$ cat src/rtl/rename_pkg.sv
////////////////////////////////////////
// Rename core shared definitions
// Register file sizes, ROB depth and the
// vector types used across the core
////////////////////////////////////////

package rename_pkg;

    ////////////////////////////////////////
    // Sizes
    ////////////////////////////////////////

    // Architectural registers, x0 included
    localparam int arch_regs = 32;

    // Physical tags, first arch_regs of them mapped at reset
    localparam int phys_regs = 40;

    // In-flight instruction window
    localparam int rob_depth = 16;

    ////////////////////////////////////////
    // Vector types
    ////////////////////////////////////////

    // Architectural register index
    typedef logic [$clog2(arch_regs)-1:0] arch_idx_t;

    // Physical tag
    typedef logic [$clog2(phys_regs)-1:0] phys_tag_t;

    // ROB slot index, wraps naturally
    typedef logic [$clog2(rob_depth)-1:0] rob_idx_t;

    // ROB occupancy, 0 to rob_depth inclusive
    typedef logic [$clog2(rob_depth+1)-1:0] rob_count_t;

endpackage

$ cat src/rtl/map_table.sv
////////////////////////////////////////
// Speculative rename map
// Two source lookups plus a destination
// read-and-replace per dispatch
////////////////////////////////////////

`timescale 1ns/1ps

module map_table import rename_pkg::*; (
    input  logic      clock,
    input  logic      rst_n,
    input  arch_idx_t rs1,
    input  arch_idx_t rs2,
    input  arch_idx_t rd,
    input  logic      write_en,
    input  phys_tag_t new_tag,
    output phys_tag_t src1_tag,
    output phys_tag_t src2_tag,
    output phys_tag_t old_tag
);

    // One tag per architectural register
    phys_tag_t map [arch_regs];

    // Lookups are purely combinational
    assign src1_tag = map[rs1];
    assign src2_tag = map[rs2];
    // Previous mapping of rd, kept by the ROB for freeing at commit
    assign old_tag  = map[rd];

    // Identity at reset, rename on writer dispatch
    always_ff @(posedge clock or negedge rst_n) begin
        if (!rst_n) begin
            for (int i = 0; i < arch_regs; i++) begin
                map[i] <= phys_tag_t'(i);
            end
        end else if (write_en) begin
            map[rd] <= new_tag;
        end
    end

endmodule

$ cat src/rtl/free_list.sv
////////////////////////////////////////
// Physical tag free list
// Bitmap with lowest-free-first grant
////////////////////////////////////////

`timescale 1ns/1ps

module free_list import rename_pkg::*; (
    input  logic      clock,
    input  logic      rst_n,
    input  logic      alloc_en,
    input  logic      free_en,
    input  phys_tag_t free_tag,
    output phys_tag_t grant_tag,
    output logic      has_free
);

    // One bit per tag, set means available
    logic [phys_regs-1:0] free_bits;

    ////////////////////////////////////////
    // Grant select
    ////////////////////////////////////////

    // Scan downward so the lowest set bit wins
    always_comb begin
        grant_tag = '0;
        for (int i = phys_regs - 1; i >= 0; i--) begin
            if (free_bits[i]) begin
                grant_tag = phys_tag_t'(i);
            end
        end
    end

    assign has_free = |free_bits;

    ////////////////////////////////////////
    // Bitmap update
    ////////////////////////////////////////

    always_ff @(posedge clock or negedge rst_n) begin
        if (!rst_n) begin
            // Tags above the identity map start free
            for (int i = 0; i < phys_regs; i++) begin
                free_bits[i] <= (i >= arch_regs);
            end
        end else begin
            // Granted tag leaves the pool
            if (alloc_en) begin
                free_bits[grant_tag] <= 1'b0;
            end
            // Committed tag returns, never the one just granted
            if (free_en) begin
                free_bits[free_tag] <= 1'b1;
            end
        end
    end

endmodule

$ cat src/rtl/reorder_buffer.sv
////////////////////////////////////////
// Reorder buffer
// Circular queue of in-flight entries,
// out-of-order completion marks and a
// head view for in-order retire
////////////////////////////////////////

`timescale 1ns/1ps

module reorder_buffer import rename_pkg::*; (
    input  logic      clock,
    input  logic      rst_n,
    input  logic      alloc_en,
    input  arch_idx_t alloc_rd,
    input  logic      alloc_uses_rd,
    input  phys_tag_t alloc_dest_tag,
    input  phys_tag_t alloc_old_tag,
    output rob_idx_t  alloc_idx,
    output logic      full,
    input  logic      complete_en,
    input  rob_idx_t  complete_idx,
    output logic      head_valid,
    output logic      head_complete,
    output arch_idx_t head_rd,
    output logic      head_uses_rd,
    output phys_tag_t head_dest_tag,
    output phys_tag_t head_old_tag,
    input  logic      retire_en
);

    // Pointers and occupancy
    rob_idx_t   head;
    rob_idx_t   tail;
    rob_count_t count;

    // Per-entry completion flags
    logic [rob_depth-1:0] done;

    // Entry payload
    arch_idx_t rd_q       [rob_depth];
    logic      uses_rd_q  [rob_depth];
    phys_tag_t dest_tag_q [rob_depth];
    phys_tag_t old_tag_q  [rob_depth];

    ////////////////////////////////////////
    // Status and head view
    ////////////////////////////////////////

    assign alloc_idx     = tail;
    assign full          = (count == rob_count_t'(rob_depth));
    assign head_valid    = (count != '0);
    assign head_complete = done[head];
    assign head_rd       = rd_q[head];
    assign head_uses_rd  = uses_rd_q[head];
    assign head_dest_tag = dest_tag_q[head];
    assign head_old_tag  = old_tag_q[head];

    ////////////////////////////////////////
    // Control state
    ////////////////////////////////////////

    always_ff @(posedge clock or negedge rst_n) begin
        if (!rst_n) begin
            head  <= '0;
            tail  <= '0;
            count <= '0;
            done  <= '0;
        end else begin
            // Fresh entry starts incomplete
            if (alloc_en) begin
                done[tail] <= 1'b0;
                tail       <= tail + 1'b1;
            end
            // Completion names an occupied slot, never the one being written
            if (complete_en) begin
                done[complete_idx] <= 1'b1;
            end
            if (retire_en) begin
                head <= head + 1'b1;
            end
            // Net occupancy change
            case ({alloc_en, retire_en})
                2'b10:   count <= count + 1'b1;
                2'b01:   count <= count - 1'b1;
                default: count <= count;
            endcase
        end
    end

    // Payload written at the tail
    always_ff @(posedge clock) begin
        if (alloc_en) begin
            rd_q[tail]       <= alloc_rd;
            uses_rd_q[tail]  <= alloc_uses_rd;
            dest_tag_q[tail] <= alloc_dest_tag;
            old_tag_q[tail]  <= alloc_old_tag;
        end
    end

endmodule

$ cat src/rtl/retire_unit.sv
////////////////////////////////////////
// Retire unit
// Commits the completed ROB head, keeps
// the committed map, frees old tags
////////////////////////////////////////

`timescale 1ns/1ps

module retire_unit import rename_pkg::*; (
    input  logic      clock,
    input  logic      rst_n,
    input  logic      head_valid,
    input  logic      head_complete,
    input  arch_idx_t head_rd,
    input  logic      head_uses_rd,
    input  phys_tag_t head_dest_tag,
    input  phys_tag_t head_old_tag,
    output logic      retire_en,
    output logic      free_en,
    output phys_tag_t free_tag,
    output logic      commit_valid,
    output arch_idx_t commit_rd,
    output logic      commit_uses_rd,
    output phys_tag_t commit_dest_tag,
    output phys_tag_t commit_old_tag
);

    // Committed architectural map
    phys_tag_t arch_map [arch_regs];

    // One retire per cycle, whenever the head is done
    assign retire_en = head_valid & head_complete;

    // Only writers give a tag back
    assign free_en  = retire_en & head_uses_rd;
    // Committed mapping of rd is the tag being displaced
    assign free_tag = arch_map[head_rd];

    // Commit report
    assign commit_valid    = retire_en;
    assign commit_rd       = head_rd;
    assign commit_uses_rd  = head_uses_rd;
    assign commit_dest_tag = head_dest_tag;
    assign commit_old_tag  = head_old_tag;

    always_ff @(posedge clock or negedge rst_n) begin
        if (!rst_n) begin
            for (int i = 0; i < arch_regs; i++) begin
                arch_map[i] <= phys_tag_t'(i);
            end
        end else if (free_en) begin
            arch_map[head_rd] <= head_dest_tag;
        end
    end

endmodule

$ cat src/rtl/rename_core.sv
////////////////////////////////////////
// Rename and commit core
// Map table, free list, ROB and retire
// for a one-wide dispatch stream
////////////////////////////////////////

`timescale 1ns/1ps

module rename_core import rename_pkg::*; (
    input  logic      clock,
    input  logic      rst_n,
    // Dispatch
    input  logic      dispatch_valid,
    output logic      dispatch_ready,
    input  arch_idx_t dispatch_rd,
    input  logic      dispatch_uses_rd,
    input  arch_idx_t dispatch_rs1,
    input  arch_idx_t dispatch_rs2,
    output rob_idx_t  dispatch_rob_idx,
    output phys_tag_t dispatch_src1_tag,
    output phys_tag_t dispatch_src2_tag,
    output phys_tag_t dispatch_dest_tag,
    // Completion from the execution side
    input  logic      complete_valid,
    input  rob_idx_t  complete_rob_idx,
    // Commit
    output logic      commit_valid,
    output arch_idx_t commit_rd,
    output logic      commit_uses_rd,
    output phys_tag_t commit_dest_tag,
    output phys_tag_t commit_old_tag
);

    logic      accept;
    logic      writer_alloc;
    phys_tag_t grant_tag;
    logic      has_free;
    phys_tag_t old_tag;
    logic      rob_full;
    logic      head_valid;
    logic      head_complete;
    arch_idx_t head_rd;
    logic      head_uses_rd;
    phys_tag_t head_dest_tag;
    phys_tag_t head_old_tag;
    logic      retire_en;
    logic      free_en;
    phys_tag_t free_tag;

    ////////////////////////////////////////
    // Dispatch handshake
    ////////////////////////////////////////

    // Needs a ROB slot and a spare tag, writer or not
    assign dispatch_ready    = ~rob_full & has_free;
    assign accept            = dispatch_valid & dispatch_ready;
    // Only writers consume a tag and rename rd
    assign writer_alloc      = accept & dispatch_uses_rd;
    assign dispatch_dest_tag = grant_tag;

    map_table u_map_table (
        .clock    (clock),
        .rst_n    (rst_n),
        .rs1      (dispatch_rs1),
        .rs2      (dispatch_rs2),
        .rd       (dispatch_rd),
        .write_en (writer_alloc),
        .new_tag  (grant_tag),
        .src1_tag (dispatch_src1_tag),
        .src2_tag (dispatch_src2_tag),
        .old_tag  (old_tag)
    );

    free_list u_free_list (
        .clock     (clock),
        .rst_n     (rst_n),
        .alloc_en  (writer_alloc),
        .free_en   (free_en),
        .free_tag  (free_tag),
        .grant_tag (grant_tag),
        .has_free  (has_free)
    );

    reorder_buffer u_reorder_buffer (
        .clock          (clock),
        .rst_n          (rst_n),
        .alloc_en       (accept),
        .alloc_rd       (dispatch_rd),
        .alloc_uses_rd  (dispatch_uses_rd),
        .alloc_dest_tag (grant_tag),
        .alloc_old_tag  (old_tag),
        .alloc_idx      (dispatch_rob_idx),
        .full           (rob_full),
        .complete_en    (complete_valid),
        .complete_idx   (complete_rob_idx),
        .head_valid     (head_valid),
        .head_complete  (head_complete),
        .head_rd        (head_rd),
        .head_uses_rd   (head_uses_rd),
        .head_dest_tag  (head_dest_tag),
        .head_old_tag   (head_old_tag),
        .retire_en      (retire_en)
    );

    // Commit path back to the free list
    retire_unit u_retire_unit (
        .clock           (clock),
        .rst_n           (rst_n),
        .head_valid      (head_valid),
        .head_complete   (head_complete),
        .head_rd         (head_rd),
        .head_uses_rd    (head_uses_rd),
        .head_dest_tag   (head_dest_tag),
        .head_old_tag    (head_old_tag),
        .retire_en       (retire_en),
        .free_en         (free_en),
        .free_tag        (free_tag),
        .commit_valid    (commit_valid),
        .commit_rd       (commit_rd),
        .commit_uses_rd  (commit_uses_rd),
        .commit_dest_tag (commit_dest_tag),
        .commit_old_tag  (commit_old_tag)
    );

endmodule

$ cat config.mk
export PLATFORM = sky130hd
export DESIGN_NAME = rename_core
export DESIGN_NICKNAME = d
export VERILOG_FILES = /design/src/rtl/rename_pkg.sv /design/src/rtl/map_table.sv /design/src/rtl/free_list.sv /design/src/rtl/reorder_buffer.sv /design/src/rtl/retire_unit.sv /design/src/rtl/rename_core.sv
export SDC_FILE = /design/constraint.sdc
export NUM_CORES = 1
export LEC_CHECK = 0
export BUFFER_PORTS_ARGS = -buffer_cell sky130_fd_sc_hd__buf_2
export CORE_ASPECT_RATIO = 2
export CORE_UTILIZATION = 54
export DETAILED_ROUTE_END_ITERATION = 10
export PLACE_DENSITY = 0.7
export SETUP_SLACK_MARGIN = 0.2
export SYNTH_ARGS = -nofsm -noshare
export SYNTH_HDL_FRONTEND = slang
export SYNTH_SLANG_ARGS = --single-unit
$ cat constraint.sdc
create_clock -name clock -period 4.2 [get_ports clock]
set_input_delay 0.42 -clock clock [delete_from_list [all_inputs] [get_ports clock]]
set_output_delay 0.42 -clock clock [all_outputs]
set_load 0.005 [all_outputs]
==> impl_metrics.py, run 1 <==
metrics = {
    "outcome": {
        "result_of_the_run": "completed",
    },
    "floorplan": {
        "core-area_um2": 65570,
        "ios": 66,
        "initial_core_utilization": 0.5441,
        "floorplan.die_area_um2": 67160,
        "fp.dieH_um": 365.5,
        "fp.dieW_um": 183.8,
        "fp-row-count": 133,
    },
    "logic_synthesis": {
        "synth.cells.most_frequent": "sky130_fd_sc_hd__nand2_1 (338), sky130_fd_sc_hd__edfxtp_1 (288), sky130_fd_sc_hd__dfrtp_1 (285)",
        "synth-async-reset-ratio": 0.6113,
        "post_synth_main_area_contributors": "sky130_fd_sc_hd__edfxtp_1 (24%), sky130_fd_sc_hd__dfrtp_1 (20%), sky130_fd_sc_hd__mux4_2 (14%)",
        "syn_area_um2": 35680,
        "yosys-mux-area-fraction": 0.2580,
        "post_synth_inst_count": 2554,
        "synthMostInstantiatedCell": "sky130_fd_sc_hd__nand2_1",
        "synth_compound_gate_area_share": 0.08214,
        "yosysWarningCount": 0,
        "number_of_flops_mapped_to_enable_cells_by_yosys": 288,
        "synth_top_area_frac": 0.2424,
        "synth_cell_types": 79,
        "synth_area_per_cell_um2": 13.97,
        "yosys.area_share.adder": 0.003717,
        "combinational_family_with_the_most_area_after_synthesis": "multiplexers",
        "syn_nets": 2588,
        "yosys_register_bits": 741,
        "seq_area_frac_synth": 0.5660,
        "most_used_dff_post_synth": "sky130_fd_sc_hd__edfxtp_1",
        "synthSimpleGateAreaFrac": 0.06292,
        "post-synth-top-area-cell": "sky130_fd_sc_hd__edfxtp_1",
        "synth_xor_xnor_area_share": 0.002700,
    },
    "cells_and_area": {
        "instances_no_fill": 3566,
        "seq_area_um2": 20200,
        "final_design_area_no_fill_um2": 39910,
        "post-route-util": 0.6088,
        "post_route_cells_drive_above_1_share": 0.3662,
        "multi_input_comb_area_um2": 14730,
        "num-nets-final": 2665,
        "layout.filler_cells": 5082,
        "syn_to_final_growth_pct": 11.87,
    },
    "clock_network": {
        "cts-buffers-inserted": 68,
        "cts_root_buffer": "sky130_fd_sc_hd__clkbuf_16",
        "tritoncts": "done",
        "cts_clock_pin_slew_for_the_worst_setup_and_hold_paths_ns": 0.07,
        "clock_sink_count": 741,
        "htreeDepth": 3,
        "clock_insertion_delay_worst_skew_ns": 0.65,
        "clockBufferDepth": 3,
    },
    "global_route": {
        "grt_pass1_wl_um": 158700,
        "initial_antenna_violation_count": 6,
        "groute.usage.overall": 0.3304,
        "grt_start_max_net_pins": 107,
        "grt_pass1_vias": 24596,
        "grt_overflow": 0,
    },
    "worst_setup_path": {
        "crit_path_end_kind": "register",
        "crit_end": "u_free_list.free_bits[19]",
        "critical_path_required_time_ns": 4.72,
        "critPathKind": "reg2reg",
        "timing.rr.end": "u_free_list.free_bits[19]",
        "worstRegToRegCells": 12,
        "r2r_slack_ns": 0.27,
        "crit_start": "u_reorder_buffer.head[0]",
        "data_arrival_time_of_the_worst_path_ns": 4.45,
        "critPathLaunchType": "register",
        "path_max_fanout": 12,
        "rr_startpoint": "u_reorder_buffer.head[0]",
    },
    "detailed_routing": {
        "first_iter_violations": 2095,
        "antenna_violating_nets_left": 0,
        "route.vias.total": 23257,
        "detail_route.vias_per_cell": 6.522,
        "routed_wl_um": 106600,
        "drc_errors": 0,
        "wl_per_cell_um": 29.89,
        "drtPass1Iterations": 6,
    },
    "placement": {
        "numPlacedInstances": 3425,
        "dp_hpwl_um": 74040,
        "numPortBuffers": 65,
        "place.gp.congestion": 1.012,
        "dpl-instance-area_um2": 37420,
        "pre_cts_slack_ns": 0.1918,
    },
    "sta": {
        "timing.fmax_mhz": 254.3,
        "rsz_0062_raised_after_global_routing": "no",
        "tightest_slew_ns": 0.9160,
        "drv_slew": 0,
        "slew-limit-headroom": 0.3887,
        "min_period_over_period": 0.9363,
        "finalHoldWorstSlack_ns": 0.08116,
        "finalHoldViolations": 0,
        "finalCriticalPeriod_ns": 3.932,
        "setup-tns-final_ns": 0,
        "final_setup_viols": 0,
        "timing.clock.skew_ns": 0.02303,
        "postLayoutSetupSlackWorst_ns": 0.2676,
    },
    "power": {
        "power.density_cell_area_nw_per_um2": 796.6,
        "total_power_mw": 31.79,
        "power_leakage_nw": 15.49,
        "irDropWorstVdd_uv": 591.2,
    },
    "run": {
        "maxCapViolCount": 0,
    },
    "worst_hold_path": {
        "worst_min_delay_path_class": "in2reg",
        "hold_start": "complete_rob_idx[1]",
    },
}
-- registers in the layout, summed over array words and instances (netlist names) --
register,cells
u_retire_unit.arch_map,192
u_reorder_buffer.uses_rd_q,16
u_reorder_buffer.head,4
u_map_table.map,192
u_reorder_buffer.old_tag_q,96
u_reorder_buffer.done,16
u_reorder_buffer.rd_q,80
u_reorder_buffer.count,5
u_reorder_buffer.dest_tag_q,96
u_free_list.free_bits,40
u_reorder_buffer.alloc_idx,4
-- layout by cell type (no fill, tap or decap), drive strengths merged, types with 64 or more instances in the layout --
cell,count
nand2,341
mux4,228
mux2i,132
clkbuf,93
nor2,64
dfrtp,285
edfxtp,288
o21ai,289
buf,176
mux2,242
dfstp,168
-- how the worst min path moves through the flow --
| stage | to | cells past startpoint |
|---|---|---|
| 6_report | u_reorder_buffer.done[12] | 2 |
| 5_1_grt | u_reorder_buffer.done[2] | 2 |
| 4_1_cts | u_reorder_buffer.done[12] | 2 |
| 3_5_place_dp | u_map_table.map[116] | 2 |
| 3_3_place_gp | u_map_table.map[169] | 2 |
| 2_1_floorplan | u_free_list.free_bits[0] | 0 |
-- routing by layer --
layer / routed length (um) / global-route usage
met2: 56550 / 0.5860
met1: 33840 / 0.3321
met5: 13 / 0
met3: 6064 / 0.06024
met4: 10120 / 0.2812
-- cells by family (layout without fill, tap and decap cells) --
group,count (synthesis),count (layout)
DFF,741,741
buffers and inverters,206,339
AOI/OAI and AO/OA,469,469
muxes,602,602
adders and majority gates,10,10
other,0,2
xor gates and xnor gates,11,11
and+or+nand+nor,515,515
-- critical path, cell delays in order, from the launching register on --
cell and delay [ns]:
sky130_fd_sc_hd__dfrtp_4 0.55, sky130_fd_sc_hd__buf_4 0.17, sky130_fd_sc_hd__mux4_2 0.53, sky130_fd_sc_hd__a22o_1 0.23
sky130_fd_sc_hd__a221oi_4 0.30, sky130_fd_sc_hd__buf_4 0.24, sky130_fd_sc_hd__nand2_1 0.19, sky130_fd_sc_hd__o221ai_2 0.39
sky130_fd_sc_hd__a22oi_1 0.20, sky130_fd_sc_hd__o211ai_2 0.38, sky130_fd_sc_hd__nor2_1 0.13, sky130_fd_sc_hd__and2_1 0.25
sky130_fd_sc_hd__a22o_1 0.25
-- report_power, final --
part	internal (mW)	total [mW]	switching, mW
clock	3.68	6.47	2.80
sequential	9.82	11.0	1.22
combinational	5.58	14.3	8.70
-- cell type report --
cell class | instances | area share
antenna | 2 | 0.0001254
clock buffer | 93 | 0.04834
clock inverter | 33 | 0.009248
inverter | 36 | 0.003511
multi-input combinational | 1607 | 0.3691
sequential | 741 | 0.5061
tap | 877 | 0.02749
timing repair buffer | 177 | 0.03608
-- repair_timing --
action,4_1_cts,5_1_grt
buffers inserted,0,12
hold endpoints to repair,69,0
gates cloned,0,0
gates resized for setup,6,12
hold buffers,1,0
setup endpoints to repair,9,64
pin swaps,0,2
No activity file was read; power rests on OpenSTA's default activity.
==> run 2, diff against run 1 <==
Settings changed: CTS_BUF_LIST set to sky130_fd_sc_hd__clkbuf_4, CTS_CLUSTER_SIZE set to 40.
==> impl_metrics.py, run 2 (synthesis gave the netlist of run 1 again) <==
metrics = {
    "cells_and_area": {
        "final_cell_mix": "sky130_fd_sc_hd__nand2_1 (335), sky130_fd_sc_hd__edfxtp_1 (288), sky130_fd_sc_hd__dfrtp_1 (283)",
        "post_route_cells_drive_above_1_share": 0.4071,
        "final_design_area_no_fill_um2": 40140,
        "num-nets-final": 2778,
        "top_regs": "u_map_table.map (192), u_retire_unit.arch_map (192)",
        "syn_to_final_growth_pct": 12.50,
        "layout_commonest_cell": "sky130_fd_sc_hd__nand2_1",
    },
    "sta": {
        "setup-tns-final_ns": 0,
        "final_setup_viols": 0,
        "finalCriticalPeriod_ns": 3.922,
        "timing.clock.skew_ns": 0.04850,
        "slew-limit-headroom": 0.3706,
        "min_period_over_period": 0.9339,
        "tightest_slew_ns": 0.9431,
        "finalHoldViolations": 0,
        "drv_slew": 0,
        "timing.fmax_mhz": 255.0,
        "rsz_0062_raised_after_global_routing": "yes",
    },
    "detailed_routing": {
        "routed_wl_um": 107900,
        "first_iter_violations": 1993,
        "drc_errors": 0,
        "antenna_violating_nets_left": 0,
        "route.vias.total": 24058,
        "wl_per_cell_um": 28.73,
        "drtPass1Iterations": 7,
        "detail_route.vias_per_cell": 6.404,
    },
    "clock_network": {
        "clock_sink_count": 741,
        "cts_root_buffer": "sky130_fd_sc_hd__clkbuf_4",
        "clockBufferDepth": 3,
        "cts_clock_pin_slew_for_the_worst_setup_and_hold_paths_ns": 0.08,
        "cts-buffers-inserted": 164,
        "htreeDepth": 4,
        "tritoncts": "done",
        "clock_insertion_delay_worst_skew_ns": 1.02,
    },
    "power": {
        "cell_internal_power_mw": 18.62,
        "power.density_cell_area_nw_per_um2": 787.5,
        "power_switching_mw": 12.99,
        "clock_power_share": 0.184,
        "seqPwrFrac": 0.348,
        "irDropWorstVdd_uv": 593.1,
        "swShare": 0.4109,
        "p_comb_frac": 0.468,
        "power_leakage_nw": 15.77,
    },
    "floorplan": {
        "ios": 66,
        "initial_core_utilization": 0.5441,
        "fp.dieW_um": 183.8,
        "floorplan.die_area_um2": 67160,
        "fp-row-count": 133,
        "core-area_um2": 65570,
        "fp.dieH_um": 365.5,
    },
    "worst_setup_path": {
        "timing.critical_path.mode_cell": "sky130_fd_sc_hd__buf_4",
        "slowest_stage_delay_on_critical_path_ns": 0.57,
        "crit_path_end_kind": "register",
        "cp_cell_sequence": "buf_6 -> buf_4 -> mux4_2 -> a221oi_4 -> buf_4 -> nand2_1 -> o221ai_1 -> a22oi_1 -> o211ai_2 -> nor2_1 -> and2_1 -> a22o_1",
        "critPathLaunchType": "register",
        "path_max_fanout": 15,
        "data_arrival_time_of_the_worst_path_ns": 4.81,
        "critPathKind": "reg2reg",
        "critical_path_required_time_ns": 5.09,
        "r2r_slack_ns": 0.28,
        "worstRegToRegCells": 12,
        "crit_path_top_delay_cell": "sky130_fd_sc_hd__mux4_2",
    },
    "placement": {
        "dpl-instance-area_um2": 37420,
        "dp_hpwl_um": 74040,
        "numPortBuffers": 65,
        "place.gp.congestion": 1.012,
    },
    "run": {
        "maxCapViolCount": 0,
    },
    "global_route": {
        "grt_pass1_wl_um": 160700,
        "grt_pass1_vias": 25521,
        "initial_antenna_violation_count": 4,
        "grt_start_max_net_pins": 107,
        "groute.usage.overall": 0.3351,
        "grt_overflow": 0,
    },
    "outcome": {
        "result_of_the_run": "completed",
    },
    "worst_hold_path": {
        "worst_min_delay_path_class": "in2async",
    },
}
-- run 2: changes by cell type in the layout (fill, tap and decap cells not counted), sizes merged, moves of 2 or more --
cell	before	now
clkinv	20	39
clkbuf	93	252
clkinvlp	2	4
bufinv	7	3
dlygate4sd3	1	14
buf	176	178
-- run 2: worst paths after layout --
kind,from,endpoint
max in group asynchronous,rst_n,u_map_table.map[9]
max reg2reg,u_reorder_buffer.head[0],u_free_list.free_bits[19]
min,rst_n,u_retire_unit.arch_map[119]
min reg2reg,u_map_table.map[33],u_map_table.map[33]
min in group clock,dispatch_rd[0],u_reorder_buffer.rd_q[2][0]
max,u_reorder_buffer.head[0],u_free_list.free_bits[19]
-- run 2: power groups by stage --
stage	Combinational, mW	Sequential, mW	Clock, mW
2_1_floorplan	8.79	10.6	0
6_report	14.8	11.0	5.81
3_5_place_dp	13.7	11.1	0
5_1_grt	15.5	11.2	6.25
4_1_cts	14.0	10.9	5.93
3_3_place_gp	13.4	11.0	0
-- run 2: cell type report --
| class | count | area [um2] |
|---|---|---|
| well taps | 877 | 1097 |
| multi-input cells | 1607 | 14830 |
| inverters | 36 | 143.9 |
| diodes | 1 | 2.502 |
| clock buffers | 250 | 1877 |
| clock inverters | 51 | 320.3 |
| flip-flops and latches | 741 | 20200 |
| repair buffers | 194 | 1668 |
| fillers | 5148 | 25430 |
-- run 2: metrics by stage --
stage / hold slack, ns / power, mW / setup slack, ns / util / cells
final: 0.06883 / 31.61 / 0.2777 / 0.6122 / 3757
after global routing: 0.09724 / 32.93 / 0.1858 / 0.6122 / 3757
after CTS: 0.003365 / 30.92 / 0.1591 / 0.6080 / 3746
after detailed placement: 0.4873 / 24.81 / 0.1918 / 0.5707 / 3425
after global placement: 0.4764 / 24.39 / 0.2291 / 0.5707 / 3425
after floorplan: 0.1244 / 19.37 / 0.7628 / - / 2554
-- run 2: timing repair --
action                                  in CTS  in global routing
buffers inserted                             6                  9
endpoints found under the setup margin      23                 50
cloned                                       0                  1
pin swaps                                    2                  5
endpoints found under the hold margin      174                  0
resized for setup                           15                 39
hold buffers                                14                  0
-- run 2: per-layer routing --
| layer | GRT usage | share of wire | wire length (um) |
|---|---|---|---|
| met3 | 0.07028 | 0.059 | 6419 |
| met2 | 0.5924 | 0.53 | 57490 |
| met4 | 0.2959 | 0.095 | 10200 |
| met1 | 0.3275 | 0.31 | 33810 |
| met5 | 0 | 0 | 0 |
-- run 2: critical path, delay by kind of cell (launching register included) --
family          cells  cell delay, ns
compound gates      5            1.56
buf+inv             3            0.66
flops               1            0.43
mux                 1            0.57
simple gates        3            0.56
